==> config.mk <==
export PLATFORM = sky130hd
export DESIGN_NAME = hsid_vctr_top
export DESIGN_NICKNAME = d
export VERILOG_FILES = /design/src/hsid_cfg_pkg.sv /design/src/hsid_ctrl_pkg.sv /design/src/hsid_fifo.sv /design/src/hsid_vctr_top.sv /design/src/vctr_add_unit.sv
export SDC_FILE = /design/constraint.sdc
export NUM_CORES = 1
export LEC_CHECK = 0
export ABC_CLOCK_PERIOD_IN_PS = 12500
export BUFFER_PORTS_ARGS = -buffer_cell sky130_fd_sc_hd__buf_2
export CORE_ASPECT_RATIO = 0.7
export CORE_UTILIZATION = 67
export CTS_CLUSTER_DIAMETER = 200
export DETAILED_ROUTE_END_ITERATION = 8
export GPL_ROUTABILITY_DRIVEN = 1
export PLACE_DENSITY = 0.84
export SETUP_SLACK_MARGIN = 0.4
export SYNTH_ARGS = -nofsm -noshare
export SYNTH_HDL_FRONTEND = slang
export SYNTH_SLANG_ARGS = --single-unit
==> constraint.sdc <==
create_clock -name clk -period 12.5 [get_ports clk]
set_input_delay 0.625 -clock clk [delete_from_list [all_inputs] [get_ports clk]]
set_output_delay 0.625 -clock clk [all_outputs]
set_load 0.02 [all_outputs]
==> src/hsid_cfg_pkg.sv <==
package hsid_cfg_pkg;

  // Sample format of the hyperspectral pipeline
  localparam int hsid_word_w = 16;  // Bits per band sample

  // Band set geometry
  localparam int hsid_band_aw = 3;  // FIFO address bits
  localparam int hsid_bands   = 8;  // Bands per vector

  // One band sample, or the sum of two samples
  typedef logic [hsid_word_w-1:0] hsid_word_t;

  // Holds 0..hsid_bands, hence one bit wider than the address
  typedef logic [hsid_band_aw:0] band_cnt_t;

  // Read and write pointers into a band FIFO
  typedef logic [hsid_band_aw-1:0] band_ptr_t;

endpackage

==> src/hsid_ctrl_pkg.sv <==
package hsid_ctrl_pkg;

  // Phases of one vector operation
  typedef enum logic [1:0] {
    idle,       // Waiting for start
    reading,    // Loading both input vectors
    operation,  // Pop, add and write back
    done        // Sums waiting for the host
  } vctr_state_t;

  // Level status seen by the host
  typedef struct packed {
    logic idle;   // Unit can take a start
    logic ready;  // Input words are accepted
    logic done;   // Sums can be popped
  } vctr_status_t;

  // Occupancy flags of a band FIFO
  typedef struct packed {
    logic full;
    logic empty;
  } fifo_flags_t;

endpackage

==> src/hsid_fifo.sv <==
`timescale 1ns/1ps

module hsid_fifo
  import hsid_cfg_pkg::*;
  import hsid_ctrl_pkg::*;
(
  input  logic        clk,
  input  logic        rst_n,
  input  logic        wr_en,     // Push data_in
  input  logic        rd_en,     // Pop the head word
  input  hsid_word_t  data_in,
  output hsid_word_t  data_out,  // Head word, valid while not empty
  output fifo_flags_t flags,
  output band_cnt_t   count      // Words currently stored
);

  hsid_word_t mem [hsid_bands];  // Band storage

  band_ptr_t wr_ptr;  // Next slot to write
  band_ptr_t rd_ptr;  // Slot of the head word

  logic do_wr;
  logic do_rd;

  // Full and empty come straight from the occupancy count
  assign flags.full  = (count == band_cnt_t'(hsid_bands));
  assign flags.empty = (count == '0);

  // A push into a full FIFO is dropped, even with a pop in the same cycle
  assign do_wr = wr_en && !flags.full;
  assign do_rd = rd_en && !flags.empty;  // Pop on empty ignored

  // Storage array
  always_ff @(posedge clk) begin
    if (do_wr) begin
      mem[wr_ptr] <= data_in;
    end
  end

  // Show-ahead read port
  assign data_out = mem[rd_ptr];

  // Write pointer
  always_ff @(posedge clk or negedge rst_n) begin
    if (!rst_n) begin
      wr_ptr <= '0;
    end else if (do_wr) begin
      wr_ptr <= wr_ptr + band_ptr_t'(1);  // Wraps at the depth
    end
  end

  // Read pointer
  always_ff @(posedge clk or negedge rst_n) begin
    if (!rst_n) begin
      rd_ptr <= '0;
    end else if (do_rd) begin
      rd_ptr <= rd_ptr + band_ptr_t'(1);
    end
  end

  // Occupancy counter
  always_ff @(posedge clk or negedge rst_n) begin
    if (!rst_n) begin
      count <= '0;
    end else begin
      case ({do_wr, do_rd})
        2'b10: begin
          count <= count + band_cnt_t'(1);  // Push only
        end
        2'b01: begin
          count <= count - band_cnt_t'(1);  // Pop only
        end
        default: begin
          count <= count;  // Both or neither
        end
      endcase
    end
  end

endmodule

==> src/hsid_vctr_top.sv <==
`timescale 1ns/1ps

module hsid_vctr_top
  import hsid_cfg_pkg::*;
  import hsid_ctrl_pkg::*;
(
  input  logic         clk,
  input  logic         rst_n,
  input  logic         start,
  input  logic         data_in_en,
  input  logic         data_out_en,
  input  hsid_word_t   data_in,      // Band samples, first vector then second
  output hsid_word_t   data_out,     // Sum vector toward the host
  output vctr_status_t status
);

  // Attachment point for the rest of the image pipeline
  hsid_word_t   add_data_out;
  vctr_status_t add_status;

  vctr_add_unit u_add (
    .clk         (clk),
    .rst_n       (rst_n),
    .start       (start),
    .data_in_en  (data_in_en),
    .data_out_en (data_out_en),
    .data_in     (data_in),
    .data_out    (add_data_out),
    .status      (add_status)
  );

  assign data_out = add_data_out;
  assign status   = add_status;

endmodule

==> src/vctr_add_unit.sv <==
`timescale 1ns/1ps

module vctr_add_unit
  import hsid_cfg_pkg::*;
  import hsid_ctrl_pkg::*;
(
  input  logic         clk,
  input  logic         rst_n,
  input  logic         start,        // Begin a vector, taken in idle only
  input  logic         data_in_en,   // Offer data_in while ready
  input  logic         data_out_en,  // Pop one sum while done
  input  hsid_word_t   data_in,
  output hsid_word_t   data_out,     // Current sum
  output vctr_status_t status
);

  vctr_state_t state;
  vctr_state_t next_state;

  // Band FIFO interfaces
  fifo_flags_t flags_in_1;
  fifo_flags_t flags_in_2;
  fifo_flags_t flags_out;
  band_cnt_t   cnt_in_2;
  band_cnt_t   cnt_out;
  hsid_word_t  head_in_1;
  hsid_word_t  head_in_2;

  logic wr_in_1;
  logic wr_in_2;
  logic rd_out;
  logic last_load;  // This push fills the second FIFO

  // Add pipeline
  logic       pop_pair;     // Stage 1 takes a pair this cycle
  logic       s1_vld;
  hsid_word_t s1_a;
  hsid_word_t s1_b;
  logic       s2_vld;       // Drives the output FIFO write
  hsid_word_t s2_sum;
  band_cnt_t  out_pending;  // Stored sums plus pairs in flight
  band_cnt_t  sum_cnt;      // Sums written for this vector

  // Loading: the first FIFO fills, then the second
  assign wr_in_1   = (state == reading) && data_in_en && !flags_in_1.full;
  assign wr_in_2   = (state == reading) && data_in_en && flags_in_1.full && !flags_in_2.full;
  assign last_load = wr_in_2 && (cnt_in_2 == band_cnt_t'(hsid_bands - 1));

  // Reserve room in the output FIFO for everything in flight
  assign out_pending = cnt_out + band_cnt_t'(s1_vld) + band_cnt_t'(s2_vld);
  assign pop_pair    = (state == operation) && !flags_in_1.empty && !flags_in_2.empty &&
                       (out_pending < band_cnt_t'(hsid_bands));

  // Host pops only in done
  assign rd_out = (state == done) && data_out_en;

  always_ff @(posedge clk or negedge rst_n) begin
    if (!rst_n) begin
      state <= idle;
    end else begin
      state <= next_state;
    end
  end

  always_comb begin
    next_state = state;
    case (state)
      idle: begin
        if (start) begin
          next_state = reading;
        end
      end
      reading: begin
        if (last_load) begin
          next_state = operation;  // Sixteenth word taken
        end
      end
      operation: begin
        if (sum_cnt == band_cnt_t'(hsid_bands)) begin
          next_state = done;  // Every sum is in the output FIFO
        end
      end
      done: begin
        if (flags_out.empty) begin
          next_state = idle;
        end
      end
      default: begin
        next_state = idle;
      end
    endcase
  end

  // Pipeline valid bits and sum counter
  always_ff @(posedge clk or negedge rst_n) begin
    if (!rst_n) begin
      s1_vld  <= 1'b0;
      s2_vld  <= 1'b0;
      sum_cnt <= '0;
    end else begin
      s1_vld <= pop_pair;
      s2_vld <= s1_vld;
      if (state == idle) begin
        sum_cnt <= '0;  // Fresh count per vector
      end else if (s2_vld) begin
        sum_cnt <= sum_cnt + band_cnt_t'(1);
      end
    end
  end

  // Pipeline payload
  always_ff @(posedge clk) begin
    if (pop_pair) begin
      s1_a <= head_in_1;
      s1_b <= head_in_2;
    end
    if (s1_vld) begin
      s2_sum <= s1_a + s1_b;  // Wraps modulo 2^16
    end
  end

  // Status follows the state directly
  assign status.idle  = (state == idle);
  assign status.ready = (state == reading);
  assign status.done  = (state == done);

  hsid_fifo band_in_1 (
    .clk      (clk),
    .rst_n    (rst_n),
    .wr_en    (wr_in_1),
    .rd_en    (pop_pair),
    .data_in  (data_in),
    .data_out (head_in_1),
    .flags    (flags_in_1),
    .count    ()
  );

  hsid_fifo band_in_2 (
    .clk      (clk),
    .rst_n    (rst_n),
    .wr_en    (wr_in_2),
    .rd_en    (pop_pair),
    .data_in  (data_in),
    .data_out (head_in_2),
    .flags    (flags_in_2),
    .count    (cnt_in_2)
  );

  hsid_fifo band_out (
    .clk      (clk),
    .rst_n    (rst_n),
    .wr_en    (s2_vld),
    .rd_en    (rd_out),
    .data_in  (s2_sum),
    .data_out (data_out),
    .flags    (flags_out),
    .count    (cnt_out)
  );

endmodule
Yosys cells after proc, flatten, opt, wreduce, memory -nomap -nowiden
Memories as Yosys holds them, arrays and structs flattened. A register that Yosys moved wholly into a read port is not among the register bits. Cells that the tools add are included.

Flip-flop bits (word level): 54. Bits in writable memories: 384. Input bits: 21. Output and inout bits: 19. Logic and storage cells: 98. Memories: 3.

Memory list: u_add.band_in_1.mem (depth 8, bits a word 16, rd ports 1, clocked after Yosys merged registers in 1, write ports 1, RTL line hsid_fifo.sv:17) `hsid_word_t mem [hsid_bands];`; u_add.band_in_2.mem (depth 8, bits a word 16, rd ports 1, clocked after Yosys merged registers in 1, write ports 1, RTL line hsid_fifo.sv:17); u_add.band_out.mem (depth 8, bits a word 16, rd ports 1, clocked after Yosys merged registers in 0, write ports 1, RTL line hsid_fifo.sv:17).

$add $sub $neg: 16. $lt $le $gt $ge: 1. Equal/unequal tests: 18. Multiplexer cells: 16. Reduce and logical (&&, ||, !) cells: 30.

Operators by type and width (count): 4-bit one-hot mux with 2 select lines (3); 3-bit by 1-bit adder with 3-bit output, second input constant (6); 16-bit adder (1); 4-bit by 1-bit adder with 4-bit output, second input constant (4); 4-bit equality test, second input constant (4); 1-bit logical AND (15); 4-bit logical NOT (3); 4-bit by 1-bit subtractor with 4-bit output, second input constant (3); 2-bit equality test, second input constant (5); 4-bit by 1-bit adder with 4-bit output (2); 2-bit by 1-bit equality test with 1-bit output, second input constant (4); 2-bit two-way mux (4); 4-bit two-way mux (2); 2-bit one-hot mux with 4 select lines (1); 2-bit nonzero test (4); 1-bit logical NOT (6); 1-bit two-way mux (6); 4-bit by 3-bit equality test with 1-bit output, second input constant (1); 4-bit < comparator, second input constant (1); 2-bit by 1-bit != test with 1-bit output, second input constant (2); 2-bit != test, second input constant (2); 4-bit AND reduction (1); 2-bit logical NOT (1).

Longest topological paths before layout
Gate-level depths: netlist of run 1.

Depth after elaboration: 8. Mapped depth: 12. Mapped depth without buffers: 12.

Modules after synthesis
From an unflattened synthesis of run 1, not the netlist that was laid out.

Cell total of the unflattened synthesis: 949. Area, all modules: 19338.5 µm².

Modules (own cells, without submodules): hsid_fifo (u_add.band_in_2 ...) (times used 2, cells each 253, area each 5556.6 µm², sequential area each 4093.9 µm²); hsid_fifo (u_add.band_in_1) (times used 1, cells each 253, area each 5554.1 µm², sequential area each 4093.9 µm²); vctr_add_unit (times used 1, cells each 190, area each 2671.3 µm², sequential area each 1641.6 µm²).

Worst setup path before layout of run 1
OpenSTA, ideal clock, no wires.

Path kind: register to register. From: register u_add.s1_vld. To: register u_add.s1_a[0], read port of u_add.band_in_1.mem, enable pin. Setup time: 0.516 ns. Data arrival time: 4.490 ns. Required time: 11.984 ns. Setup slack: 7.494 ns. Stages on the path, launching flop included: 4. Cell sequence: dfrtp_1 a21oi_1 o21ai_0 nor4b_1.

Cells in the longest elaborated chain, start to end: 4.

RTL lines: start, declared (RTL line vctr_add_unit.sv:36) `logic s1_vld;`; start signal, assigned (RTL line vctr_add_unit.sv:101) `s1_vld <= pop_pair;`; 4-bit by 1-bit adder with 4-bit output (2 in a row) (RTL line vctr_add_unit.sv:50) `assign out_pending = cnt_out + band_cnt_t'(s1_vld) + band_cnt_t'(s2_vld);`; 4-bit < comparator (RTL line vctr_add_unit.sv:52) `(out_pending < band_cnt_t'(hsid_bands));`; 1-bit logical AND (RTL line vctr_add_unit.sv:51) `assign pop_pair = (state == operation) && !flags_in_1.empty && !flags_in_2.empty &&`; via u_add.band_in_1.rd_en (RTL line hsid_fifo.sv:10) `input logic rd_en,`; end, declared (RTL line vctr_add_unit.sv:37) `hsid_word_t s1_a;`.

The timed path passes the listed nets, and every way through them passes these cells. A chain may end at the register's enable or synchronous reset.

Worst setup path in the final report of run 1
From: register u_add.s1_vld. To: register u_add.band_in_2.count[3].

Cells in the longest elaborated chain, start to end: 7. Elaborated cells on any way between the ends: 9.

RTL lines: 4-bit by 1-bit adder with 4-bit output (*) (2 in a row) (RTL line vctr_add_unit.sv:50); 4-bit < comparator (*) (RTL line vctr_add_unit.sv:52); 1-bit logical AND (*) (RTL line vctr_add_unit.sv:51); 1-bit logical AND (*) (RTL line hsid_fifo.sv:31) `assign do_rd = rd_en && !flags.empty;`; via u_add.band_in_2.do_rd (RTL line hsid_fifo.sv:23) `logic do_rd;`; 2-bit by 1-bit equality test with 1-bit output or 2-bit equality test (tied branches) (RTL line hsid_fifo.sv:66) `case ({do_wr, do_rd})`; 4-bit one-hot mux with 2 select lines or 2-bit nonzero test (tied branches); end signal, assigned (RTL line hsid_fifo.sv:68) `count <= count + band_cnt_t'(1);`; end signal, assigned (RTL line hsid_fifo.sv:71) `count <= count - band_cnt_t'(1);`; end signal, assigned (RTL line hsid_fifo.sv:74) `count <= count;`; end, declared (RTL line hsid_fifo.sv:14) `output band_cnt_t count`.

The timed path passes the listed nets; every way through them passes the cells marked *.

==> results.cfg, run 1 <==
[status]
status = completed

[synthesis]
synthArstFlopShare = 0.08085
synth_fp_nets = 995
syn_area_um2 = 18780
ys_seq_area_frac = 0.7413
yosysUniqueCellTypes = 44
synth_seq_cells = 470
synth_top_area_frac = 0.6906
ys_warn_count = 0
syn_inst = 932
synth_fa_ha_area_frac = 0.02958
synth_ff_type = edfxtp_1
synth_top_family_by_area = multiplexers
avgSynthCellArea_um2 = 20.15
synth_edf_count = 432
synth_area_leader_cell = edfxtp_1
synthTopCellsByArea = edfxtp_1 69%, mux4_2 12%, dfrtp_1 5.1%, mux2_2 3.1%, ha_1 2.5%
synth_xor_area_frac = 0.01865
synth_simple_gate_area_frac = 0.02818
synth_compound_area_frac = 0.02178
synth_mux_area_frac = 0.1473

[timing]
relSlewSlack = 0.3427
worstMarginPinSlew_ps = 986.0
period_minus_slack_ps = 3320
grt_setup_unrepaired = no
setup_viol = 0
drv_slew = 0
finClkSkew_ps = 9.445
tns_ps = 0
period_share = 0.2656
hold_viol = 0
clock.fmax_mhz = 301.2

[cells_and_area]
nets = 1076
antenna_cells = 0
utilization = 0.7719
final_layout_size_suffix_gt1_frac = 0.2923
final_cell_mix = 432 x edfxtp_1, 96 x mux4_2, 52 x mux2_2, 42 x clkbuf_16, 39 x buf_2
area_delta_synth_final_pct = 11.58
final_common_cell = edfxtp_1

[clocking]
cts_buffers = 42
ctsResizeCount = 0
postCtsSetupRepairBufs = 0
path_clk_slew_ps = 60
postCtsHoldBufs = 0
insertion_delay_ps = 560
cts.path.max_buffers = 3
cts_tree = yes
clockRootBuffer = clkbuf_16
htreeDepth = 2
cts_sinks = 470

[min_path]
worstHoldPathType = in2async

[global_route]
antenna_found_initial = 0
grt_pass1_vias = 9526
grtUsageTotal = 0.2732
grt_pass1_wl_um = 57090
grt_overflow_total = 0
grt_max_degree = 39

[detailed_routing]
drc_errors = 0
dr.pass1.iters = 5
detail-route-antenna-nets = 0
num_vias = 9171
via_per_inst = 6.500
drtIter0Drc = 834
post_drt_wl_per_cell_um = 26.36
wirelength_um = 37200

[power_and_ir_drop]
p_leak_nw = 7.066
power_density_nw_per_um2 = 234.6
ir_drop_mv = 0.1413

[placement]
finalWeightedCongestion = 0.8073
port_buffers = 39
dpl.hpwl_um = 20630

[worst_setup_path]
critPathKind = reg2reg
r2r_cells = 10
crit_path_max_incr_delay_ps = 930
cp_data_arrival_time_ps = 3750
endpoint_kind = register
worstPathRequired_ps = 12930
slowest_stage = dfrtp_1
crit_chain = a21oi_1 > o21ai_0 > nor4b_4 > ha_1 > ha_1 > a21o_1 > a21oi_1 > xnor2_1 > nor2_1 > xor2_1
cp-start-kind = register
worstPathMaxFanout = 18

[floorplanning]
pin_count = 40
core_area_um2 = 27150
start_util = 0.6918
fp.dieArea_um2 = 28720
num_rows = 50
fp.dieW_um = 202.1
dieHeight_um = 142.1

[run]
drv_cap = 0
Yosys cell counts (2+ instances only):
cell / instances
o21a_1: 6
clkbuf_1: 18
nand3_1: 2
nor4_1: 3
fa_1: 4
nand2b_1: 6
nor4b_1: 3
nand2_1: 36
buf_1: 3
mux2i_1: 2
xnor2_1: 26
and2_1: 2
nor3_1: 18
a211o_1: 2
inv_1: 28
xor2_1: 14
mux4_2: 96
or3b_2: 2
dfrtp_1: 38
nor2_1: 25
buf_2: 12
o211ai_1: 3
a211oi_1: 2
edfxtp_1: 432
ha_1: 38
o41ai_2: 2
a31oi_1: 4
nand4_1: 3
a21oi_1: 14
nor3b_1: 3
o21ai_0: 15
mux2_2: 52
a21o_1: 7
power breakdown:
group / leakage (nW) / internal, mW / switching (mW)
clock: 0.661 / 0.707 / 0.564
sequential: 4.37 / 2.02 / 0.204
combinational: 2.03 / 0.672 / 0.753
total: 7.07 / 3.40 / 1.52
worst paths after layout:
path	startpoint	to	slack [ps]
worst max-delay path	u_add.s1_vld	u_add.band_in_2.count[3]	9180
worst max register to register	u_add.s1_vld	u_add.band_in_2.count[3]	9180
worst min register to register	u_add.band_in_1.count[3]	u_add.band_in_1.count[3]	530
min in group clk	data_out_en	u_add.band_out.rd_ptr[0]	420
worst min-delay path	rst_n	u_add.band_in_2.wr_ptr[2]	190
max in group asynchronous	rst_n	u_add.band_out.rd_ptr[0]	11710
cells by family after synthesis:
family,count (synthesis)
xor+xnor,40
flops,470
simple gates,107
buf+inv,62
compound gates,61
fa+ha+maj,42
mux,150
registers in the layout (all words and copies together), names as in the netlist, 4 cells and up:
signal,count
u_add.sum_cnt,4
u_add.band_out.mem,128
u_add.band_in_2.count,4
u_add.s1_a,16
u_add.band_out.count,4
u_add.band_in_2.mem,128
u_add.s1_b,16
u_add.band_in_1.mem,128
u_add.s2_sum,16
u_add.band_in_1.count,4
worst max-delay path, delay by kind of cell, from the launching register on:
kind / cells / cell delay (ps)
xor+xnor: 2 / 270
flops: 1 / 930
compound gates: 4 / 850
simple gates: 2 / 590
fa+ha+maj: 2 / 560
per-stage QoR:
| step | hold WS [ps] | instances | area, µm² | setup WS, ps | total power, mW |
|---|---|---|---|---|---|
| after CTS | 201.6 | 1411 | 20960 | 9231 | 4.940 |
| after floorplan | 329.4 | 932 | 18780 | 7494 | 3.245 |
| after global routing | 250.7 | 1411 | 20960 | 8952 | 5.118 |
| after detailed placement | 515.7 | 1333 | 19610 | 9244 | 3.629 |
| final | 186.2 | 1411 | 20960 | 9180 | 4.916 |
| after global placement | 498.1 | 1333 | 19610 | 9408 | 3.569 |
final cells by class:
type,count,area (µm²)
Clock buffer,48,1074
Clock inverter,30,272.8
Fill cell,1358,6193
Inverter,29,108.9
Multi-Input combinational cell,400,4692
Sequential cell,470,13930
Tap cell,364,455.4
Timing Repair Buffer,70,427.9
metal layers:
metal  GRT usage  wire length [µm]  vias to the layer above
li1            -                 -                     3900
met1      0.3898             14930                     4714
met2      0.4341             18380                      465
met3     0.05037              2850                       92
met4     0.09893              1040                        0
met5           0                 0                        -
(Power assumes the default switching activity.)
==> run 2: changes to the inputs <==
ABC_CLOCK_PERIOD_IN_PS = 3450   (was 12500)
CORE_UTILIZATION = 62   (was 67)
PLACE_DENSITY = 0.79   (was 0.84)
clock period = 3.45 ns   (was 12.5 ns; I/O delays follow)
==> run 2 against run 1 <==
Sequential cell count unchanged. Combinational power rose to 3.6 times the previous value. Wire length down 4.6%. Fmax up 17%. Global-route usage down 3.3 points. Register-to-register slack worse by 8600 ps. Clock skew up 11 ps. Hold slack worse by 170 ps. Via count down 1.2%. Core utilization down 4.7 points. Sequential power rose to 3.6 times the previous value.
==> results.cfg, run 2 (synthesis results as in run 1) <==
[detailed_routing]
via_per_inst = 6.163
num_vias = 9060
drc_errors = 0
wirelength_um = 35480
detail-route-antenna-nets = 0
drtIter0Drc = 835
dr.pass1.iters = 5
post_drt_wl_per_cell_um = 24.13

[worst_setup_path]
crit_chain = inv_1 > ha_1 > nand4_1 > a21oi_2 > inv_1 > ha_1 > ha_1 > a21o_1 > a21oi_1 > xnor2_1 > nor2_1 > xor2_1
worstPathRequired_ps = 3860
endpoint_kind = register
cp-start-kind = register
crit_start = u_add.state[1]
cp_data_arrival_time_ps = 3250
slowest_stage = dfrtp_1
cpMostUsedCell = ha_1
critPathKind = reg2reg
rrSetupSlack_ps = 610
r2r_end = u_add.band_in_2.count[3]
r2r_cells = 12
reg2reg_from = u_add.state[1]
worstPathMaxFanout = 6
crit_path_max_incr_delay_ps = 410
crit_end = u_add.band_in_2.count[3]

[placement]
dpl.hpwl_um = 21890
finalWeightedCongestion = 0.7736
port_buffers = 39

[power_and_ir_drop]
p_int_mw = 12.53
netSwitchingPower_mw = 5.401
seqPwrFrac = 0.447
switching_share = 0.3012
ir_drop_mv = 0.4692
power_density_nw_per_um2 = 843.2
p_clk_frac = 0.264
p_leak_nw = 7.197
pwr-share-comb = 0.289

[global_route]
grt_pass1_vias = 9260
grt_pass1_wl_um = 54650
antenna_found_initial = 0
grt_overflow_total = 0
grtUsageTotal = 0.2407
grt_max_degree = 39

[cells_and_area]
antenna_cells = 0
utilization = 0.7246
final_layout_size_suffix_gt1_frac = 0.3023
fillers = 1653
final_common_cell = edfxtp_1
final_cell_mix = 432 x edfxtp_1, 96 x mux4_2, 52 x mux2_2, 43 x clkbuf_16, 42 x buf_4
area_delta_synth_final_pct = 13.20
largest_registers = u_add.band_in_1.mem: 128 flops, u_add.band_in_2.mem: 128 flops, u_add.band_out.mem: 128 flops
nets = 1095

[timing]
period_minus_slack_ps = 2840
tns_ps = 0
hold_viol = 0
setup_viol = 0
relSlewSlack = 0.3539
finClkSkew_ps = 20.27
worstMarginPinSlew_ps = 969.1
period_share = 0.8231
grt_setup_unrepaired = no
clock.fmax_mhz = 352.1
drv_slew = 0

[floorplanning]
num_rows = 52
dieHeight_um = 147.6
core_area_um2 = 29340
start_util = 0.6401
fp.dieArea_um2 = 31010
fp.dieW_um = 210.0
pin_count = 40

[clocking]
cts_sinks = 470
cts_tree = yes
postCtsSetupRepairBufs = 0
cts.path.max_buffers = 3
cts_buffers = 42
clockRootBuffer = clkbuf_16
insertion_delay_ps = 550
path_clk_slew_ps = 60
htreeDepth = 2

[run]
drv_cap = 0

[status]
status = completed

[min_path]
worstHoldPathType = in2reg
## run 2: final cells by class
type | count | area, µm² | area share
Clock buffer | 53 | 1144 | 0.05378
Clock inverter | 24 | 256.5 | 0.01206
Inverter | 29 | 108.9 | 0.005119
Multi-Input combinational cell | 400 | 4730 | 0.2224
Sequential cell | 470 | 13930 | 0.6550
Tap cell | 405 | 506.7 | 0.02383
Timing Repair Buffer | 89 | 590.6 | 0.02777
## run 2: stage by stage
stage / setup WS (ps) / hold slack, ps / cells / power [mW] / instance area [µm²]
6_report: 610.2 / 12.37 / 1470 / 17.93 / 21260
5_1_grt: 404.9 / 15.45 / 1470 / 18.72 / 21260
4_1_cts: 444.4 / 0.8238 / 1470 / 18.07 / 21250
3_5_place_dp: 492.0 / 363.2 / 1385 / 13.28 / 19770
3_3_place_gp: 631.5 / 351.5 / 1385 / 13.07 / 19770
2_1_floorplan: 417.3 / -123.1 / 932 / 11.77 / 18820
## run 2: worst max-delay path, delay by kind of cell, from the launching register on
| kind | cells | cell delay, ps |
|---|---|---|
| xor+xnor | 2 | 290 |
| buf+inv | 2 | 320 |
| fa+ha+maj | 3 | 840 |
| simple gates | 2 | 240 |
| compound gates | 3 | 610 |
| flops | 1 | 410 |
## run 2: metal layers
metal	wire length, µm	track usage	up-vias
met4	535	0.05766	0
li1	-	-	3942
met3	2456	0.03909	46
met2	17160	0.3754	332
met1	15320	0.3649	4740
met5	0	0	-
## run 2: worst min-delay path by stage
stage	startpoint	endpoint	slack, ps	cells past startpoint
2_1_floorplan	rst_n	u_add.band_in_1.count[0]	-120	0
3_3_place_gp	rst_n	u_add.band_in_2.wr_ptr[1]	350	1
3_5_place_dp	rst_n	u_add.band_in_2.wr_ptr[1]	360	1
4_1_cts	data_in[5]	u_add.band_in_2.mem[5][5]	0.8	1
5_1_grt	data_in[2]	u_add.band_in_1.mem[2][2]	20	1
6_report	data_in[10]	u_add.band_in_1.mem[7][10]	10	1
## run 2: power by group through the flow
stage          clock, mW  sequential, mW  combinational (mW)
2_1_floorplan          0            7.77                4.00
3_3_place_gp           0            8.06                5.01
6_report            4.73            8.01                5.19
5_1_grt             5.00            8.10                5.63
4_1_cts             4.81            8.01                5.26
3_5_place_dp           0            8.11                5.16
## run 2: repair_timing
| item | 4_1_cts | 5_1_grt |
|---|---|---|
| setup endpoints to repair | 0 | 2 |
| resized for setup | 0 | 2 |
| endpoints found under the hold margin | 82 | 0 |
| hold buffers | 8 | 0 |
